### src/common/knight_pkg.sv
////////////////////////////////////////////////////////////////////////////
// Shared definitions for the knight command processing unit.
// FAST_SIM selects large ramp and nudge steps for short simulations.
// Clear it for the real robot timing.
////////////////////////////////////////////////////////////////////////////

package knight_pkg;

  ////////////////////////////////////////////////////////////////////////////
  // Command word layout
  ////////////////////////////////////////////////////////////////////////////

  localparam int OP_MSB  = 15;  // Opcode field, top nibble.
  localparam int OP_LSB  = 12;
  localparam int HDG_MSB = 11;  // Heading byte.
  localparam int HDG_LSB = 4;
  localparam int SQ_MSB  = 3;   // Square count nibble.
  localparam int SQ_LSB  = 0;

  // Opcodes decoded by the FSM. Unlisted values fall through as a move.
  typedef enum logic [3:0] {
    CAL     = 4'h2,  // Gyro calibration.
    MOV     = 4'h4,  // Plain move.
    FANFARE = 4'h5,  // Move, then kick the fanfare.
    TOUR    = 4'h6   // Hand off to the tour engine.
  } op_t;

  // Command FSM states.
  typedef enum logic [2:0] {
    IDLE,       // Waiting on cmd_rdy.
    CALIBRATE,  // Waiting on cal_done.
    MOVE,       // Turning onto the desired heading.
    INCR,       // Ramping up and travelling.
    DECR        // Ramping down to a stop.
  } state_t;

  ////////////////////////////////////////////////////////////////////////////
  // Speed and nudge constants
  ////////////////////////////////////////////////////////////////////////////

  localparam bit FAST_SIM = 1'b1;  // Large steps for simulation.

  // Forward speed steps, applied once per heading_rdy.
  localparam logic [9:0] INC_AMT = FAST_SIM ? 10'h020 : 10'h003;
  localparam logic [9:0] DEC_AMT = FAST_SIM ? 10'h040 : 10'h006;

  // Error offsets when a side IR sensor sees a line.
  localparam logic signed [11:0] NUDGE_POS = FAST_SIM ? 12'sh1FF : 12'sh05F;
  localparam logic signed [11:0] NUDGE_NEG = FAST_SIM ? 12'shE00 : 12'shFA1;

  // Heading must be this close before travel starts.
  localparam logic [11:0] HEADING_WIN = 12'h02C;

endpackage

### src/cmd_proc/cmd_fsm.sv
////////////////////////////////////////////////////////////////////////////
// Command decode FSM. Outputs are combinational and default low.
// A command is consumed only in IDLE, so a new one stays pending on
// cmd_rdy while a move or calibration is in progress.
// move_cmd is held for all of MOVE, which reloads the data blocks.
////////////////////////////////////////////////////////////////////////////

module cmd_fsm import knight_pkg::*; (
  input  logic clk,          // System clock.
  input  logic rst_n,        // Async reset, active low.
  input  logic cmd_rdy,      // Command waiting.
  input  logic cal_done,     // Gyro calibration finished.
  input  op_t  opcode,       // Decoded command opcode.
  input  logic move_done,    // All lines of the move crossed.
  input  logic at_zero,      // Forward speed is zero.
  input  logic in_window,    // Heading error small enough.
  output logic clr_cmd_rdy,  // Command consumed.
  output logic send_resp,    // Command complete.
  output logic strt_cal,     // Kick gyro calibration.
  output logic tour_go,      // Kick the tour engine.
  output logic fanfare_go,   // Kick the fanfare.
  output logic moving,       // Robot under way.
  output logic move_cmd,     // Reload square count and heading.
  output logic clr_frwrd,    // Zero the speed register.
  output logic inc_frwrd,    // Ramp speed up.
  output logic dec_frwrd     // Ramp speed down.
);

  state_t state;      // Current state.
  state_t nxt_state;  // Next state.

  ////////////////////////////////////////////////////////////////////////////
  // State register
  ////////////////////////////////////////////////////////////////////////////

  always_ff @(posedge clk or negedge rst_n) begin
    if (!rst_n) begin
      state <= IDLE;       // Come up idle.
    end else begin
      state <= nxt_state;  // Advance.
    end
  end

  ////////////////////////////////////////////////////////////////////////////
  // Next state and outputs
  ////////////////////////////////////////////////////////////////////////////

  always_comb begin
    nxt_state   = state;  // Hold by default.
    clr_cmd_rdy = 1'b0;
    send_resp   = 1'b0;
    strt_cal    = 1'b0;
    tour_go     = 1'b0;
    fanfare_go  = 1'b0;
    moving      = 1'b0;
    move_cmd    = 1'b0;
    clr_frwrd   = 1'b0;
    inc_frwrd   = 1'b0;
    dec_frwrd   = 1'b0;

    case (state)
      CALIBRATE: begin
        if (cal_done) begin
          send_resp = 1'b1;  // Calibration acknowledged.
          nxt_state = IDLE;
        end
      end

      MOVE: begin
        move_cmd = 1'b1;  // Keep reloading targets.
        if (in_window) begin
          clr_frwrd = 1'b1;  // Start ramp from rest.
          moving    = 1'b1;
          nxt_state = INCR;
        end
      end

      INCR: begin
        inc_frwrd = 1'b1;  // Ramp up toward the ceiling.
        moving    = 1'b1;
        if (move_done) begin
          nxt_state = DECR;  // Last line crossed.
          if (opcode == FANFARE) begin
            fanfare_go = 1'b1;  // Single pulse at ramp-down.
          end
        end
      end

      DECR: begin
        dec_frwrd = 1'b1;  // Ramp down, clamps at zero.
        if (at_zero) begin
          send_resp = 1'b1;  // Stopped, move complete.
          nxt_state = IDLE;
        end else begin
          moving = 1'b1;
        end
      end

      default: begin  // IDLE.
        if (cmd_rdy) begin
          clr_cmd_rdy = 1'b1;  // Every opcode is consumed.
          case (opcode)
            CAL: begin
              strt_cal  = 1'b1;
              nxt_state = CALIBRATE;
            end
            TOUR: begin
              tour_go = 1'b1;  // Stays idle.
            end
            default: begin
              nxt_state = MOVE;  // MOV, FANFARE and unknown codes.
            end
          endcase
        end
      end
    endcase
  end

endmodule

### src/cmd_proc/square_counter.sv
////////////////////////////////////////////////////////////////////////////
// Board line counter. cntr_ir is asynchronous and passes two flops.
// A rising edge is counted 3 cycles after the input edge.
// Two lines per square, so up to 15 squares fit the 5-bit count.
////////////////////////////////////////////////////////////////////////////

module square_counter (
  input  logic       clk,        // System clock.
  input  logic       rst_n,      // Async reset, active low.
  input  logic       cntr_ir,    // Centre IR, async level.
  input  logic       move_cmd,   // Load target, clear count.
  input  logic [3:0] squares,    // Requested square count.
  output logic       move_done   // Count reached target.
);

  logic       ir_meta;     // First synchronizer stage.
  logic       ir_sync;     // Second synchronizer stage.
  logic       ir_prev;     // Delayed copy for edge detect.
  logic       ir_rise;     // Rising edge seen.
  logic [3:0] square_cnt;  // Latched target.
  logic [4:0] pulse_cnt;   // Lines crossed so far.

  always_ff @(posedge clk or negedge rst_n) begin
    if (!rst_n) begin
      ir_meta <= 1'b0;
      ir_sync <= 1'b0;
      ir_prev <= 1'b0;
    end else begin
      ir_meta <= cntr_ir;  // May go metastable.
      ir_sync <= ir_meta;  // Safe to use.
      ir_prev <= ir_sync;
    end
  end

  assign ir_rise = ir_sync & ~ir_prev;  // Low to high.

  always_ff @(posedge clk or negedge rst_n) begin
    if (!rst_n) begin
      square_cnt <= 4'h0;
      pulse_cnt  <= 5'h00;
    end else if (move_cmd) begin
      square_cnt <= squares;  // Capture target.
      pulse_cnt  <= 5'h00;    // Fresh count.
    end else if (ir_rise) begin
      pulse_cnt <= pulse_cnt + 5'h01;
    end
  end

  // Each square spans two lines.
  assign move_done = (pulse_cnt == {square_cnt, 1'b0});

endmodule

### src/cmd_proc/speed_ramp.sv
////////////////////////////////////////////////////////////////////////////
// Forward speed register for the PID. Steps only on heading_rdy.
// Ceiling is reached once both top bits are set.
// clr_frwrd takes effect regardless of heading_rdy.
////////////////////////////////////////////////////////////////////////////

module speed_ramp import knight_pkg::*; (
  input  logic       clk,          // System clock.
  input  logic       rst_n,        // Async reset, active low.
  input  logic       heading_rdy,  // New gyro reading, 1 cycle.
  input  logic       clr_frwrd,    // Zero the speed.
  input  logic       inc_frwrd,    // Ramp up.
  input  logic       dec_frwrd,    // Ramp down.
  output logic [9:0] frwrd,        // Forward speed word.
  output logic       at_zero       // Speed is zero.
);

  logic max_spd;  // Ceiling reached.
  logic dec_end;  // Next step would pass zero.

  assign max_spd = &frwrd[9:8];
  assign at_zero = (frwrd == 10'h000);
  assign dec_end = (frwrd <= DEC_AMT);

  ////////////////////////////////////////////////////////////////////////////
  // Speed register
  ////////////////////////////////////////////////////////////////////////////

  always_ff @(posedge clk or negedge rst_n) begin
    if (!rst_n) begin
      frwrd <= 10'h000;
    end else if (clr_frwrd) begin
      frwrd <= 10'h000;  // Start of a move.
    end else if (heading_rdy) begin
      if (inc_frwrd) begin
        if (!max_spd) begin
          frwrd <= frwrd + INC_AMT;  // Lands on the ceiling exactly.
        end
      end else if (dec_frwrd) begin
        if (dec_end) begin
          frwrd <= 10'h000;  // Clamp.
        end else begin
          frwrd <= frwrd - DEC_AMT;
        end
      end
    end
  end

endmodule

### src/cmd_proc/heading_error.sv
////////////////////////////////////////////////////////////////////////////
// Heading error for the PID. error is combinational from heading.
// Desired heading reloads every cycle move_cmd is high.
// Side IR inputs are asynchronous and pass two flops.
// Left nudge wins when both side sensors see a line.
////////////////////////////////////////////////////////////////////////////

module heading_error import knight_pkg::*; (
  input  logic               clk,           // System clock.
  input  logic               rst_n,         // Async reset, active low.
  input  logic               lft_ir,        // Left IR, async level.
  input  logic               rght_ir,       // Right IR, async level.
  input  logic               move_cmd,      // Reload desired heading.
  input  logic        [7:0]  heading_code,  // Heading byte of command.
  input  logic signed [11:0] heading,       // Gyro heading.
  output logic signed [11:0] error,         // Heading error with nudge.
  output logic               in_window      // Error inside HEADING_WIN.
);

  logic        [1:0]  side_meta;     // First stage, {left, right}.
  logic        [1:0]  side_sync;     // Second stage, {left, right}.
  logic signed [11:0] desired_hdg;   // Latched target heading.
  logic signed [11:0] err_nudge;     // Line-following offset.
  logic        [11:0] error_abs;     // Magnitude of error.

  ////////////////////////////////////////////////////////////////////////////
  // Side sensor synchronizers
  ////////////////////////////////////////////////////////////////////////////

  always_ff @(posedge clk or negedge rst_n) begin
    if (!rst_n) begin
      side_meta <= 2'b00;
      side_sync <= 2'b00;
    end else begin
      side_meta <= {lft_ir, rght_ir};  // May go metastable.
      side_sync <= side_meta;
    end
  end

  assign err_nudge = side_sync[1] ? NUDGE_POS :  // Drifted left.
                     side_sync[0] ? NUDGE_NEG :  // Drifted right.
                     12'sh000;

  ////////////////////////////////////////////////////////////////////////////
  // Desired heading
  ////////////////////////////////////////////////////////////////////////////

  always_ff @(posedge clk or negedge rst_n) begin
    if (!rst_n) begin
      desired_hdg <= 12'sh000;
    end else if (move_cmd) begin
      if (heading_code == 8'h00) begin
        desired_hdg <= 12'sh000;  // North is exactly zero.
      end else begin
        desired_hdg <= {heading_code, 4'hF};  // Pad low nibble.
      end
    end
  end

  // Error and window check.
  assign error     = heading - desired_hdg + err_nudge;
  assign error_abs = error[11] ? -error : error;
  assign in_window = (error_abs < HEADING_WIN);

endmodule

### src/verilog/knight_cmd_top.sv
////////////////////////////////////////////////////////////////////////////
// Command processing unit of the knight robot.
// cmd and cmd_rdy come from the Bluetooth receiver and are held until
// clr_cmd_rdy. error and frwrd feed an external PID.
// IR inputs may be asynchronous, they are synchronized inside.
////////////////////////////////////////////////////////////////////////////

module knight_cmd_top import knight_pkg::*; (
  input  logic               clk,          // System clock.
  input  logic               rst_n,        // Async reset, active low.
  input  logic        [15:0] cmd,          // Command word.
  input  logic               cmd_rdy,      // Command waiting.
  input  logic               cal_done,     // Gyro calibration finished.
  input  logic signed [11:0] heading,      // Gyro heading.
  input  logic               heading_rdy,  // New heading, 1 cycle.
  input  logic               lft_ir,       // Left IR sensor.
  input  logic               cntr_ir,      // Centre IR sensor.
  input  logic               rght_ir,      // Right IR sensor.
  output logic               clr_cmd_rdy,  // Command consumed.
  output logic               send_resp,    // Command complete.
  output logic               strt_cal,     // Kick gyro calibration.
  output logic               tour_go,      // Kick tour engine.
  output logic               fanfare_go,   // Kick fanfare.
  output logic               moving,       // Robot under way.
  output logic signed [11:0] error,        // Heading error to PID.
  output logic        [9:0]  frwrd         // Forward speed to PID.
);

  op_t        opcode;        // Command opcode.
  logic [7:0] heading_code;  // Command heading byte.
  logic [3:0] squares;       // Command square count.
  logic       move_cmd;      // Reload targets.
  logic       clr_frwrd;
  logic       inc_frwrd;
  logic       dec_frwrd;
  logic       move_done;     // Target line count reached.
  logic       at_zero;       // Speed at zero.
  logic       in_window;     // Heading aligned.

  // Command fields.
  assign opcode       = op_t'(cmd[OP_MSB:OP_LSB]);
  assign heading_code = cmd[HDG_MSB:HDG_LSB];
  assign squares      = cmd[SQ_MSB:SQ_LSB];

  cmd_fsm fsm0 (
    .clk         (clk),
    .rst_n       (rst_n),
    .cmd_rdy     (cmd_rdy),
    .cal_done    (cal_done),
    .opcode      (opcode),
    .move_done   (move_done),
    .at_zero     (at_zero),
    .in_window   (in_window),
    .clr_cmd_rdy (clr_cmd_rdy),
    .send_resp   (send_resp),
    .strt_cal    (strt_cal),
    .tour_go     (tour_go),
    .fanfare_go  (fanfare_go),
    .moving      (moving),
    .move_cmd    (move_cmd),
    .clr_frwrd   (clr_frwrd),
    .inc_frwrd   (inc_frwrd),
    .dec_frwrd   (dec_frwrd)
  );

  square_counter sqc0 (
    .clk       (clk),
    .rst_n     (rst_n),
    .cntr_ir   (cntr_ir),
    .move_cmd  (move_cmd),
    .squares   (squares),
    .move_done (move_done)
  );

  speed_ramp spd0 (
    .clk         (clk),
    .rst_n       (rst_n),
    .heading_rdy (heading_rdy),
    .clr_frwrd   (clr_frwrd),
    .inc_frwrd   (inc_frwrd),
    .dec_frwrd   (dec_frwrd),
    .frwrd       (frwrd),
    .at_zero     (at_zero)
  );

  heading_error hdg0 (
    .clk          (clk),
    .rst_n        (rst_n),
    .lft_ir       (lft_ir),
    .rght_ir      (rght_ir),
    .move_cmd     (move_cmd),
    .heading_code (heading_code),
    .heading      (heading),
    .error        (error),
    .in_window    (in_window)
  );

endmodule

### config.mk
export PLATFORM = sky130hd
export DESIGN_NAME = knight_cmd_top
export DESIGN_NICKNAME = d
export VERILOG_FILES = /design/src/common/knight_pkg.sv /design/src/cmd_proc/cmd_fsm.sv /design/src/cmd_proc/square_counter.sv /design/src/cmd_proc/speed_ramp.sv /design/src/cmd_proc/heading_error.sv /design/src/verilog/knight_cmd_top.sv
export SDC_FILE = /design/constraint.sdc
export NUM_CORES = 1
export LEC_CHECK = 0
export BUFFER_PORTS_ARGS = -buffer_cell sky130_fd_sc_hd__clkbuf_2
export CORE_ASPECT_RATIO = 0.6
export CORE_UTILIZATION = 50
export DETAILED_ROUTE_END_ITERATION = 16
export HOLD_SLACK_MARGIN = 0.03
export PLACE_DENSITY = 0.84
export SYNTH_ARGS = -nofsm -noshare
export SYNTH_HDL_FRONTEND = slang
export SYNTH_HIERARCHICAL = 1
export SYNTH_SLANG_ARGS = --single-unit
### constraint.sdc
create_clock -name clk -period 4.19 [get_ports clk]
set_input_delay 0 -clock clk [delete_from_list [all_inputs] [get_ports clk]]
set_output_delay 0 -clock clk [all_outputs]
set_load 0.1 [all_outputs]
==> results of run 1 <==
-- cell usage in the layout (no fill, tap or decap), types with 3 or more instances in the layout --
cell type                       instances
sky130_fd_sc_hd__clkbuf_2              57
sky130_fd_sc_hd__inv_1                 42
sky130_fd_sc_hd__dfrtp_1               32
sky130_fd_sc_hd__nor2_1                17
sky130_fd_sc_hd__nand2_1               16
sky130_fd_sc_hd__dlygate4sd3_1         16
sky130_fd_sc_hd__buf_4                 15
sky130_fd_sc_hd__ha_1                  14
sky130_fd_sc_hd__a21oi_1               11
sky130_fd_sc_hd__mux2_2                11
sky130_fd_sc_hd__fa_1                  10
sky130_fd_sc_hd__o21ai_0                8
sky130_fd_sc_hd__nor2b_1                7
sky130_fd_sc_hd__clkbuf_8               6
sky130_fd_sc_hd__nand3_1                6
sky130_fd_sc_hd__and2_1                 5
sky130_fd_sc_hd__a21o_1                 5
sky130_fd_sc_hd__conb_1                 5
sky130_fd_sc_hd__nor3_1                 4
sky130_fd_sc_hd__xor2_1                 4
sky130_fd_sc_hd__xnor2_2                4
sky130_fd_sc_hd__nor4_1                 4
sky130_fd_sc_hd__a31oi_1                4
sky130_fd_sc_hd__nand2b_1               3
sky130_fd_sc_hd__o21ai_1                3
sky130_fd_sc_hd__mux2_1                 3
sky130_fd_sc_hd__mux2i_1                3
sky130_fd_sc_hd__or3_1                  3
sky130_fd_sc_hd__xor2_2                 3
sky130_fd_sc_hd__o21bai_1               3
sky130_fd_sc_hd__xnor2_1                3
sky130_fd_sc_hd__nand4_1                3
sky130_fd_sc_hd__ha_4                   3
sky130_fd_sc_hd__a221oi_1               3
sky130_fd_sc_hd__o22ai_1                3
-- repair_timing --
action                     4_1_cts  5_1_grt
setup buffers                    5        2
setup endpoints to repair        4        7
gates resized for setup          3        7
hold buffers                    16        0
pin swaps                        2        5
hold endpoints to repair        48        0
-- per-layer routing --
layer	share of wire, %	GRT usage (%)
met2	44	38.5
met1	50	33.5
met4	0.85	6.21
met3	5.6	4.38
met5	0	0
-- through the flow --
step                setup slack [ns]  utilization (%)  hold slack [ns]  std cells
finish                        -0.332             70.8            0.105        476
global route                  -0.518             70.8            0.145        476
CTS                           -0.313             70.0           0.0884        474
detailed placement            -0.104             63.9            0.111        445
global placement              0.0145             63.9            0.110        445
floorplan                     -0.157                -           -0.296        316
-- flip-flops by register name, indices dropped and copies added (netlist names) --
register,count
fsm0/state,3
hdg0/desired_hdg,9
hdg0/side_meta,2
hdg0/side_sync,2
spd0/frwrd,5
sqc0/ir_meta,1
sqc0/ir_prev,1
sqc0/ir_sync,1
sqc0/pulse_cnt,5
sqc0/square_cnt,4
-- final cells by class --
cell class | instances | share of cell area [%]
Multi-Input combinational cell | 222 | 51.5
Sequential cell | 33 | 22.0
Timing Repair Buffer | 90 | 15.7
Inverter | 46 | 5.03
Tap cell | 77 | 2.56
Clock buffer | 6 | 2.20
Clock inverter | 2 | 0.999
-- worst max path at each step --
stage | to | slack, ns | depth (start not counted)
5_1_grt | moving | -0.52 | 15
3_3_place_gp | spd0/frwrd[9] | 0.01 | 14
3_5_place_dp | spd0/frwrd[9] | -0.10 | 14
4_1_cts | moving | -0.31 | 15
2_1_floorplan | moving | -0.16 | 13
6_report | moving | -0.33 | 15
-- worst register-to-register path: stages (launching register included) --
cell and delay, ns:
sky130_fd_sc_hd__dfrtp_2 0.46, sky130_fd_sc_hd__fa_1 0.57, sky130_fd_sc_hd__inv_2 0.05, sky130_fd_sc_hd__ha_4 0.22, sky130_fd_sc_hd__and3_4 0.19, sky130_fd_sc_hd__a2111oi_4 0.40, sky130_fd_sc_hd__xor2_2 0.17, sky130_fd_sc_hd__bufinv_8 0.19
sky130_fd_sc_hd__or4_4 0.43, sky130_fd_sc_hd__or4_4 0.43, sky130_fd_sc_hd__a211o_1 0.28, sky130_fd_sc_hd__a221oi_2 0.28, sky130_fd_sc_hd__buf_4 0.16, sky130_fd_sc_hd__and2_4 0.17, sky130_fd_sc_hd__a211o_1 0.11, sky130_fd_sc_hd__o22ai_1 0.06
-- kinds of logic after synthesis --
logic type	synth area share, %
buf+inv	8.98
compound gates	17.2
xor+xnor	5.30
fa+ha+maj	15.0
other cells	0.130
simple gates	18.2
mux	6.51
flops	28.6
==> flow_summary.rst, run 1 <==
.. list-table::
   :header-rows: 1

   * - Metric
     - Value
   * - Area of the core region
     - 5310 sq um
   * - Horizontal die dimension
     - around 100 um
   * - Most numerous cell in the Yosys netlist
     - sky130_fd_sc_hd__inv_1
   * - Cell area after layout
     - about 3800 sq um
   * - Number of global-route vias before repair
     - about 2300
   * - Startpoint Class
     - flop
   * - Warning count from the yosys run
     - 6
   * - Max Freq
     - around 0.22 GHz
   * - Fin. max-slew vios
     - 0
   * - Clock tree sinks
     - 33
   * - DRC marker count from the first detailed-route iteration
     - between 150 and 200
   * - Startpoint of the worst setup timing path
     - hdg0/desired_hdg[3]
   * - DP Wirelength
     - ~5200 um
   * - TritonCTS clock tree
     - yes
   * - Peak per-stage delay on the critical path
     - 0.57 ns
   * - Vias per std cell
     - 5.36
   * - Crit path DAT
     - roughly 4.5 ns
   * - Mean instance size in the synthesized netlist
     - 9.24 sq um
   * - Worst Hold Endpoint
     - spd0/frwrd[9]
   * - Layout overhead on the synthesized area
     - 30.4%
   * - Post-Place Cell Area
     - 3390 sq um
   * - CTS clock-pin slew for the worst setup and hold paths
     - 0.07 ns
   * - Synth Register Bits
     - 33
   * - Ys async rst share
     - 100%
   * - Synth Cell Area
     - roughly 2900 sq um
   * - Worst slew slack as a fraction of its limit
     - about 46%
   * - Cell type with the highest occurrence count on the critical path
     - sky130_fd_sc_hd__or4_4
   * - Slowest stage cell on the critical path
     - sky130_fd_sc_hd__fa_1
   * - Maximum number of buffers from clock root to sink
     - 2
   * - Worst Reg-to-Reg Cells
     - 15
   * - Result of the run
     - finished, violations left
   * - Area share of the leading cell type in the synthesized netlist
     - 28.6%
   * - Most used flip-flop cell after synthesis
     - sky130_fd_sc_hd__dfrtp_1
   * - Routed length per instance
     - 14.3 um
   * - Number of max-cap violations
     - 0
   * - Startpoint of the worst hold path
     - heading_rdy
   * - Post-detailed-route DRC marker count
     - 0
   * - Number of enable-type register cells in the synthesized netlist
     - 0
   * - Proportion of layout cells with a drive suffix above 1
     - 32.6%
   * - Setup slack on the worst flop-to-flop path
     - -0.11 ns
   * - Root buffer cell
     - sky130_fd_sc_hd__clkbuf_8
   * - Largest net degree at the start of global routing
     - 34
   * - Endpoint kind of the worst setup timing path
     - primary output
   * - Transition time of the tightest slew-check pin
     - just over 0.8 ns
   * - Top post-synthesis cells by area
     - sky130_fd_sc_hd__dfrtp_1, sky130_fd_sc_hd__fa_1, sky130_fd_sc_hd__ha_1, sky130_fd_sc_hd__inv_1, sky130_fd_sc_hd__mux2_2
   * - Number of primary I/O pins
     - 64
   * - Endpoints failing hold
     - 0
   * - N_diodes
     - 0
   * - Reg2Reg Launch Point
     - hdg0/desired_hdg[3]
   * - Max FO, Critical Path
     - 5
   * - TritonCTS Buffers
     - 5
   * - Overall routing resource usage
     - a little under a quarter
   * - Combined area of the multi-input logic cells
     - 1940 sq um
   * - Part of the Yosys area used for sequential elements
     - 28.6%
   * - RSZ-0062 raised after global routing
     - yes
   * - Violations in the final reports
     - negative setup slack
   * - Capture point of the worst reg-to-reg path
     - spd0/frwrd[9]
   * - Setup Skew
     - 0.00144 ns
   * - GPL Wtd Cong
     - roughly 0.87
   * - Bufs and invs on worst path
     - 4
   * - Cells along the critical path
     - fa_1 -> inv_2 -> ha_4 -> and3_4 -> a2111oi_4 -> xor2_2 -> bufinv_8 -> or4_4 -> or4_4 -> a211o_1 -> a221oi_2 -> buf_4 -> nor2_2 -> o2bb2ai_4 -> buf_12
   * - Number of H-tree branching levels
     - 2
   * - Worst path required time
     - around 4.2 ns
   * - Commonest cells in the netlist
     - sky130_fd_sc_hd__inv_1, sky130_fd_sc_hd__dfrtp_1, sky130_fd_sc_hd__nor2_1
   * - Final net count
     - between 400 and 500
   * - Number of distinct library cells after synthesis
     - 72
   * - Vert. Die Dim
     - roughly 60 um
   * - Global-route wire length before repair
     - 10900 um
   * - Number of filler instances in the final layout
     - between 400 and 500
   * - Class of the tightest hold or removal check
     - in -> reg
   * - Count of buffers from port buffering
     - 58
   * - Largest area contributor in the netlist
     - sky130_fd_sc_hd__dfrtp_1
   * - Clock period minus final worst setup slack
     - ~4.5 ns
   * - Initial antenna violation count
     - 0
   * - Flip-flop and latch area
     - between 800 and 900 sq um
   * - Post-route setup slack
     - -0.332 ns
   * - Instance count of the mapped netlist
     - around 310
   * - Finish-stage setup viols
     - 5
   * - Total via count in the routed design
     - 2553
   * - Count of standard-cell rows
     - 20
   * - Total Die Area
     - approximately 6100 sq um
   * - Clock latency reported for the late side of the worst-skew pair
     - approximately 0.28 ns
   * - Number of search-and-repair iterations in the first detailed-routing pass
     - 5
   * - Class of the most critical setup path
     - reg -> out
   * - Final period utilization
     - 108%
   * - Post-route antenna net violation count
     - 0
   * - Critical path's top delay family
     - compound AO/OA/AOI/OAI gates
   * - Number of stages on the worst hold path
     - 4
   * - Setup TNS
     - -0.680 ns
   * - Wirelength, routed
     - approximately 6800 um
   * - Global-route congestion overflow total
     - 0
   * - Initial cell density of the core
     - a little over half
Power of run 1 is left out: the tool's default activity adds up to more than one toggle a clock period on the data nets, which glitch-free logic cannot reach.
==> inputs of run 2 (changes only) <==
--- a/config.mk
+++ b/config.mk
@@ -5,9 +5,10 @@
 export SDC_FILE = /design/constraint.sdc
 export NUM_CORES = 1
 export LEC_CHECK = 0
+export ABC_AREA = 1
 export BUFFER_PORTS_ARGS = -buffer_cell sky130_fd_sc_hd__clkbuf_2
 export CORE_ASPECT_RATIO = 0.6
-export CORE_UTILIZATION = 50
+export CORE_UTILIZATION = 51
 export DETAILED_ROUTE_END_ITERATION = 16
 export HOLD_SLACK_MARGIN = 0.03
 export PLACE_DENSITY = 0.84
==> flow_summary.rst, run 2 <==
.. list-table::
   :header-rows: 1

   * - Metric
     - Value
   * - Result of the run
     - finished, final reports clean
   * - Vert. Die Dim
     - 64.5 um (+6.0%)
   * - Wirelength, routed
     - 7730 um (+14%)
   * - Horizontal die dimension
     - 106 um (+6.1%)
   * - Global-route wire length before repair
     - 13100 um (+20%)
   * - Clock latency reported for the late side of the worst-skew pair
     - 0.29 ns (about the same)
   * - Critical path's top delay family
     - simple AND/OR/NAND/NOR gates
   * - Finish-stage setup viols
     - 0 (-5)
   * - Area share of the leading cell type in the synthesized netlist
     - 24.9% (-3.8 points)
   * - Worst slew slack as a fraction of its limit
     - 46.3% (+0.53 points)
   * - Class of the tightest hold or removal check
     - in -> reg
   * - Largest registers ranked by flip-flop count
     - hdg0/desired_hdg x9, spd0/frwrd x5, sqc0/pulse_cnt x5
   * - Peak per-stage delay on the critical path
     - 0.52 ns (-0.05 ns)
   * - Commonest cells in the netlist
     - sky130_fd_sc_hd__nand2_1, sky130_fd_sc_hd__inv_1, sky130_fd_sc_hd__nand3_1
   * - RSZ-0062 raised after global routing
     - no
   * - Maximum number of buffers from clock root to sink
     - 2 (unchanged)
   * - Cell area after layout
     - 3970 sq um (+5.6%)
   * - Global-route congestion overflow total
     - 0 (unchanged)
   * - Root buffer cell
     - sky130_fd_sc_hd__clkbuf_8
   * - Clock tree sinks
     - 33 (unchanged)
   * - Flip-flop count of the largest register, all copies and words added
     - 9 (unchanged)
   * - Fin. max-slew vios
     - 0 (unchanged)
   * - Total Die Area
     - 6850 sq um (+13%)
   * - Instance count of the mapped netlist
     - 499 (+60%)
   * - Slowest stage cell on the critical path
     - sky130_fd_sc_hd__fa_1
   * - Post-route antenna net violation count
     - 0 (unchanged)
   * - Number of distinct library cells after synthesis
     - 39 (-46%)
   * - Cell type with the highest occurrence count on the critical path
     - sky130_fd_sc_hd__nand2_1
   * - Transition time of the tightest slew-check pin
     - 0.806 ns (-0.00801 ns)
   * - Highest-count cells in the layout ignoring fill and taps
     - sky130_fd_sc_hd__nand2_1, sky130_fd_sc_hd__inv_1, sky130_fd_sc_hd__clkbuf_2, sky130_fd_sc_hd__nand3_1, sky130_fd_sc_hd__nor2_1
   * - Largest area contributor in the netlist
     - sky130_fd_sc_hd__dfrtp_1
   * - Vias per std cell
     - 4.87 (-9.1%)
   * - Area of the core region
     - 6190 sq um (+17%)
   * - Setup TNS
     - 0 ns (+0.680 ns)
   * - Most used flip-flop cell after synthesis
     - sky130_fd_sc_hd__dfrtp_1
   * - Setup Skew
     - 0.00348 ns (+0.00204 ns)
   * - Synth Register Bits
     - 33 (unchanged)
   * - Combined area of the multi-input logic cells
     - 2070 sq um (+6.7%)
   * - Max FO, Critical Path
     - 7 (+2)
   * - GPL Wtd Cong
     - 0.878 (+0.99%)
   * - Final net count
     - 642 (+39%)
   * - TritonCTS Buffers
     - 5 (unchanged)
   * - Mean instance size in the synthesized netlist
     - 6.65 sq um (-28%)
   * - Initial antenna violation count
     - 0 (unchanged)
   * - Worst path required time
     - 4.19 ns (about the same)
   * - Flip-flop and latch area
     - 826 sq um (-0.15%)
   * - Synth Cell Area
     - 3320 sq um (+15%)
   * - CTS clock-pin slew for the worst setup and hold paths
     - 0.07 ns (about the same)
   * - Overall routing resource usage
     - 24.4% (+0.62 points)
   * - Number of primary I/O pins
     - 64 (unchanged)
   * - Number of H-tree branching levels
     - 2 (unchanged)
   * - Count of standard-cell rows
     - 22 (+10%)
   * - Most frequent standard cell in the layout excluding fill and tap cells
     - sky130_fd_sc_hd__nand2_1
   * - Endpoint kind of the worst setup timing path
     - primary output
   * - Post-route setup slack
     - 0.273 ns (+0.605 ns)
   * - Initial cell density of the core
     - 53.6% (-0.74 points)
   * - Warning count from the yosys run
     - 6 (unchanged)
   * - Top post-synthesis cells by area
     - sky130_fd_sc_hd__dfrtp_1, sky130_fd_sc_hd__nand2_1, sky130_fd_sc_hd__inv_1, sky130_fd_sc_hd__fa_1, sky130_fd_sc_hd__ha_1
   * - Bufs and invs on worst path
     - 5 (+1)
   * - Routed length per instance
     - 11.7 um (-18%)
   * - Cells along the critical path
     - inv_1 -> nand2_1 -> fa_1 -> inv_1 -> ha_1 -> nand2_2 -> inv_1 -> a21oi_4 -> nand3_1 -> nand2_2 -> nand2_4 -> clkinv_4 -> nand2_1 -> nand2_1 -> nand2_1 -> nand2_1 -> nand2_1 -> nor2_1 -> nand2_1 -> nand3_1 -> clkbuf_2
   * - Number of global-route vias before repair
     - 2974 (+28%)
   * - Final-layout worst hold slack
     - 0.127 ns (+0.0219 ns)
   * - Part of the Yosys area used for sequential elements
     - 24.9% (-3.8 points)
   * - Layout overhead on the synthesized area
     - 19.6%
   * - Endpoints failing hold
     - 0 (unchanged)
   * - Final period utilization
     - 93.5% (-14 points)
   * - Total via count in the routed design
     - 3232 (+27%)
   * - Number of filler instances in the final layout
     - 559 (+32%)
   * - Startpoint Class
     - flop
   * - N_diodes
     - 0 (unchanged)
   * - Setup Slack @ Placement
     - 0.342 ns (+0.445 ns)
   * - Crit path DAT
     - 3.92 ns (-0.60 ns)
   * - Largest net degree at the start of global routing
     - 34 (unchanged)
   * - Post-CTS setup buffer count
     - 0 (-5)
   * - Count of buffers from port buffering
     - 58 (unchanged)
   * - Max Freq
     - 0.255 GHz (+15%)
   * - DRC marker count from the first detailed-route iteration
     - 258 (+34%)
   * - Most numerous cell in the Yosys netlist
     - sky130_fd_sc_hd__nand2_1
   * - Proportion of layout cells with a drive suffix above 1
     - 23.1% (-9.4 points)
   * - Ys async rst share
     - 100% (unchanged)
   * - Post-detailed-route DRC marker count
     - 0 (unchanged)
   * - Clock period minus final worst setup slack
     - 3.92 ns (-0.605 ns)
   * - Number of search-and-repair iterations in the first detailed-routing pass
     - 4 (-1)
   * - Class of the most critical setup path
     - reg -> out
   * - TritonCTS clock tree
     - yes
   * - Post-Place Cell Area
     - 3690 sq um (+9.0%)
   * - Number of max-cap violations
     - 0 (unchanged)
   * - Largest Register
     - hdg0/desired_hdg
   * - Number of enable-type register cells in the synthesized netlist
     - 0 (unchanged)
   * - DP Wirelength
     - 6200 um (+20%)
## run 2: layout make-up
cell class / instances / share of cell area [%]
Inverter: 103 / 9.86
Sequential cell: 33 / 20.8
Clock buffer: 5 / 1.73
Timing Repair Buffer: 76 / 11.7
Tap cell: 84 / 2.65
Multi-Input combinational cell: 359 / 52.1
Clock inverter: 3 / 1.17
## run 2: stage by stage
stage	utilization (%)	instances
6_report	64.1	663
5_1_grt	64.1	663
4_1_cts	64.1	663
3_5_place_dp	59.7	639
3_3_place_gp	59.7	639
2_1_floorplan	-	503
## run 2: timing repair
item,CTS,global route
resized for setup,0,0
hold endpoints to repair,49,0
hold buffers,16,0
## run 2: per-layer routing
metal,track usage (%),routed length [um]
met1,33.7,3700
met2,39.1,3440
met3,5.23,522
met4,6.08,65
met5,0,0
## run 2: logic make-up after synthesis
group | count (synthesis) | share of synthesized area [%]
adder cells (fa/ha/maj) | 28 | 13.0
flip-flops | 33 | 24.9
other | 1 | 0.113
AND/OR/NAND/NOR | 292 | 41.5
XOR/XNOR | 5 | 1.32
buffers and inverters | 111 | 13.6
AO/OA/AOI/OAI | 29 | 5.54
## run 2: final timing paths
check                                   from                  end  slack, ns  cells after the start
setup / recovery           hdg0/side_sync[1]               moving       0.27                     21
min in group asynchronous              rst_n        spd0/frwrd[8]       0.33                      2
hold / removal                       cmd_rdy        fsm0/state[1]       0.13                      5
hold reg to reg                 sqc0/ir_meta         sqc0/ir_sync       0.36                      0
setup reg to reg           hdg0/side_sync[1]        spd0/frwrd[5]       0.31                     27
max in group asynchronous              rst_n  hdg0/desired_hdg[5]       3.36                      2
## run 2: tightest hold or removal path, stage by stage
cell                       delay [ns]
sky130_fd_sc_hd__clkbuf_2        0.09
sky130_fd_sc_hd__nand2_1         0.08
sky130_fd_sc_hd__nand2_2         0.09
sky130_fd_sc_hd__nand3_1         0.09
sky130_fd_sc_hd__nand2_1         0.05
Power of run 2 is left out for the same reason.
==> inputs of run 3 (changes only) <==
--- a/config.mk
+++ b/config.mk
@@ -8,10 +8,11 @@
 export ABC_AREA = 1
 export BUFFER_PORTS_ARGS = -buffer_cell sky130_fd_sc_hd__clkbuf_2
 export CORE_ASPECT_RATIO = 0.6
-export CORE_UTILIZATION = 51
+export CORE_MARGIN = 2
+export CORE_UTILIZATION = 57
 export DETAILED_ROUTE_END_ITERATION = 16
 export HOLD_SLACK_MARGIN = 0.03
-export PLACE_DENSITY = 0.84
+export PLACE_DENSITY = 0.89
 export SYNTH_ARGS = -nofsm -noshare
 export SYNTH_HDL_FRONTEND = slang
 export SYNTH_HIERARCHICAL = 1
==> constraint.sdc (replaced) <==
create_clock -name clk -period 4.4 [get_ports clk]
set_input_delay 0 -clock clk [delete_from_list [all_inputs] [get_ports clk]]
set_output_delay 0 -clock clk [all_outputs]
set_load 0.1 [all_outputs]
==> flow_summary.rst, run 3 (same netlist as run 2, synthesis figures left out) <==
.. list-table::
   :header-rows: 1

   * - Metric
     - Value
   * - Clock latency reported for the late side of the worst-skew pair
     - 0.28 ns (about the same)
   * - Final period utilization
     - roughly 90%
   * - Class of the most critical setup path
     - reg -> reg
   * - N_diodes
     - 0 (unchanged)
   * - Global-route wire length before repair
     - 13700 um (+4.4%)
   * - Number of primary I/O pins
     - 64 (unchanged)
   * - Final net count
     - 641 (-0.16%)
   * - Startpoint of the worst hold path
     - cmd_rdy
   * - Worst slew slack as a fraction of its limit
     - 46.0% (-0.31 points)
   * - Routed length per instance
     - 12.2 um (+4.7%)
   * - Setup Slack @ Placement
     - 0.319 ns (-0.0229 ns)
   * - TritonCTS Buffers
     - 5 (unchanged)
   * - Max Freq
     - 0.251 GHz
   * - Count of buffers from port buffering
     - 58 (unchanged)
   * - Startpoint Class
     - flop
   * - Result of the run
     - finished, final reports clean
   * - Overall routing resource usage
     - 26.6% (+2.2 points)
   * - GPL Wtd Cong
     - 0.941 (+7.2%)
   * - Number of global-route vias before repair
     - 3121 (+4.9%)
   * - Highest-count cells in the layout ignoring fill and taps
     - sky130_fd_sc_hd__nand2_1, sky130_fd_sc_hd__inv_1, sky130_fd_sc_hd__clkbuf_2, sky130_fd_sc_hd__nand3_1, sky130_fd_sc_hd__nor2_1
   * - Layout overhead on the synthesized area
     - 19.4%
   * - Count of standard-cell rows
     - 21 (-4.5%)
   * - DRC marker count from the first detailed-route iteration
     - 315 (+22%)
   * - Wirelength, routed
     - 8030 um (+3.9%)
   * - Total via count in the routed design
     - 3371 (+4.3%)
   * - Endpoint kind of the worst setup timing path
     - flop
   * - Post-route antenna net violation count
     - 0 (unchanged)
   * - Setup Skew
     - 0.00457 ns (+0.00109 ns)
   * - Initial cell density of the core
     - 59.3% (+5.7 points)
   * - Post-detailed-route DRC marker count
     - 0 (unchanged)
   * - Transition time of the tightest slew-check pin
     - 0.810 ns (+0.00472 ns)
   * - Fin. max-slew vios
     - 0 (unchanged)
   * - Capture point of the worst reg-to-reg path
     - spd0/frwrd[5]
   * - Number of H-tree branching levels
     - 2 (unchanged)
   * - Flip-flop count of the largest register, all copies and words added
     - 9 (unchanged)
   * - Maximum number of buffers from clock root to sink
     - 2 (unchanged)
   * - Vert. Die Dim
     - 63.1 um (-2.1%)
   * - Max FO, Critical Path
     - 11 (+4)
   * - Total Die Area
     - 6470 sq um (-5.5%)
   * - Largest registers ranked by flip-flop count
     - hdg0/desired_hdg x9, spd0/frwrd x5, sqc0/pulse_cnt x5
   * - Area of the core region
     - 5600 sq um (-9.6%)
   * - Placed Cells
     - 634 (-0.78%)
   * - Initial antenna violation count
     - 0 (unchanged)
   * - Number of search-and-repair iterations in the first detailed-routing pass
     - 5 (+1)
   * - Largest Register
     - hdg0/desired_hdg
   * - Post-CTS setup buffer count
     - 0 (unchanged)
   * - Vias per std cell
     - 5.12 (+5.1%)
   * - RSZ-0062 raised after global routing
     - no
   * - Clock period minus final worst setup slack
     - approximately 4.0 ns
   * - Crit path DAT
     - 4.15 ns (+0.23 ns)
   * - Reg2Reg Launch Point
     - hdg0/side_sync[1]
   * - Number of stages on the worst hold path
     - 5 (unchanged)
   * - CTS clock-pin slew for the worst setup and hold paths
     - 0.07 ns (about the same)
   * - Proportion of layout cells with a drive suffix above 1
     - 23.0% (-0.13 points)
   * - Number of max-cap violations
     - 0 (unchanged)
   * - Largest net degree at the start of global routing
     - 34 (unchanged)
   * - Worst Reg-to-Reg Cells
     - 23 (-15%)
   * - Clock tree sinks
     - 33 (unchanged)
   * - Root buffer cell
     - sky130_fd_sc_hd__clkbuf_8
   * - Final Instance Count excl. Fillers
     - 658 (-0.75%)
   * - Setup slack on the worst flop-to-flop path
     - 0.42 ns (+0.11 ns)
   * - Setup TNS
     - 0 ns (unchanged)
   * - Most frequent standard cell in the layout excluding fill and tap cells
     - sky130_fd_sc_hd__nand2_1
   * - Global-route congestion overflow total
     - 0 (unchanged)
   * - DP Wirelength
     - 6360 um (+2.5%)
   * - Endpoints failing hold
     - 0 (unchanged)
   * - Class of the tightest hold or removal check
     - in -> reg
   * - Worst path required time
     - 4.57 ns (+0.38 ns)
   * - TritonCTS clock tree
     - yes
   * - Finish-stage setup viols
     - 0 (unchanged)
   * - Post-route setup slack
     - 0.423 ns (+0.150 ns)
   * - Worst Hold Endpoint
     - fsm0/state[2]
   * - Horizontal die dimension
     - 103 um (-3.4%)
==> run 3: cell count changes in the layout (fill, tap and decap cells not counted), sizes merged <==
cell	before	now
clkinvlp	1	2
inv	102	101
clkbuf	63	64
buf	2	1
clkinv	2	1
==> run 3: cell type report <==
| type | instances | area (sq um) |
|---|---|---|
| sequential | 33 | 826 |
| fill | 473 | 1630 |
| tap | 80 | 100 |
| clock buffer | 6 | 82.6 |
| clock inverter | 2 | 37.5 |
| multi-input combinational | 359 | 2060 |
| inverter | 103 | 395 |
| timing repair buffer | 75 | 458 |
==> run 3: timing repair <==
| item | 4_1_cts | 5_1_grt |
|---|---|---|
| hold buffers | 16 | 0 |
| endpoints found under the hold margin | 49 | 0 |
| resized for setup | 0 | 1 |
| setup endpoints to repair | 0 | 6 |
==> run 3: layer usage <==
metal  up-vias  routed length [um]  track usage, %  share of wire, %
met2       142                3600            42.4                45
li1       1663                   -               -                 -
met1      1540                3620            37.5                45
met4         0                 157            6.83               2.0
met3        26                 651            4.77               8.1
met5         -                   0               0                 0
==> run 3: critical path, stage by stage, from the launching register on <==
cell,delay (ns)
sky130_fd_sc_hd__dfrtp_1,0.37
sky130_fd_sc_hd__clkinvlp_4,0.27
sky130_fd_sc_hd__fa_1,0.56
sky130_fd_sc_hd__inv_1,0.07
sky130_fd_sc_hd__fa_1,0.49
sky130_fd_sc_hd__or2_2,0.34
sky130_fd_sc_hd__nor2_2,0.16
sky130_fd_sc_hd__nand3_2,0.11
sky130_fd_sc_hd__nor2_2,0.14
sky130_fd_sc_hd__nand2_2,0.07
sky130_fd_sc_hd__nand2_2,0.08
sky130_fd_sc_hd__nand3b_1,0.08
sky130_fd_sc_hd__nand2_1,0.07
sky130_fd_sc_hd__nand2_1,0.05
sky130_fd_sc_hd__nor2_1,0.15
sky130_fd_sc_hd__nand2_1,0.10
sky130_fd_sc_hd__inv_1,0.19
sky130_fd_sc_hd__inv_1,0.09
sky130_fd_sc_hd__nand2_1,0.11
sky130_fd_sc_hd__nor2_2,0.06
sky130_fd_sc_hd__nor2_4,0.13
sky130_fd_sc_hd__nand2_2,0.08
sky130_fd_sc_hd__nand2_2,0.06
sky130_fd_sc_hd__o21ai_2,0.05
==> run 3: worst max-delay path by stage <==
stage / cells past startpoint / startpoint / end / slack (ns)
after global placement: 26 / hdg0/side_sync[1] / spd0/frwrd[5] / 0.57
after CTS: 27 / hdg0/side_sync[1] / spd0/frwrd[5] / 0.28
after floorplan: 25 / hdg0/side_sync[1] / spd0/frwrd[5] / 0.18
after global routing: 23 / hdg0/side_sync[1] / spd0/frwrd[6] / 0.05
final: 23 / hdg0/side_sync[1] / spd0/frwrd[5] / 0.42
after detailed placement: 27 / hdg0/side_sync[1] / spd0/frwrd[5] / 0.32
==> run 3: stage by stage <==
stage                     cell area, sq um  utilization, %  hold slack (ns)
after floorplan                       3340               -           -0.296
after CTS                             3960            70.8            0.154
final                                 3960            70.8            0.155
after detailed placement              3680            65.8            0.111
after global placement                3680            65.8            0.108
after global routing                  3960            70.8            0.180
Power of run 3 is left out for the same reason.
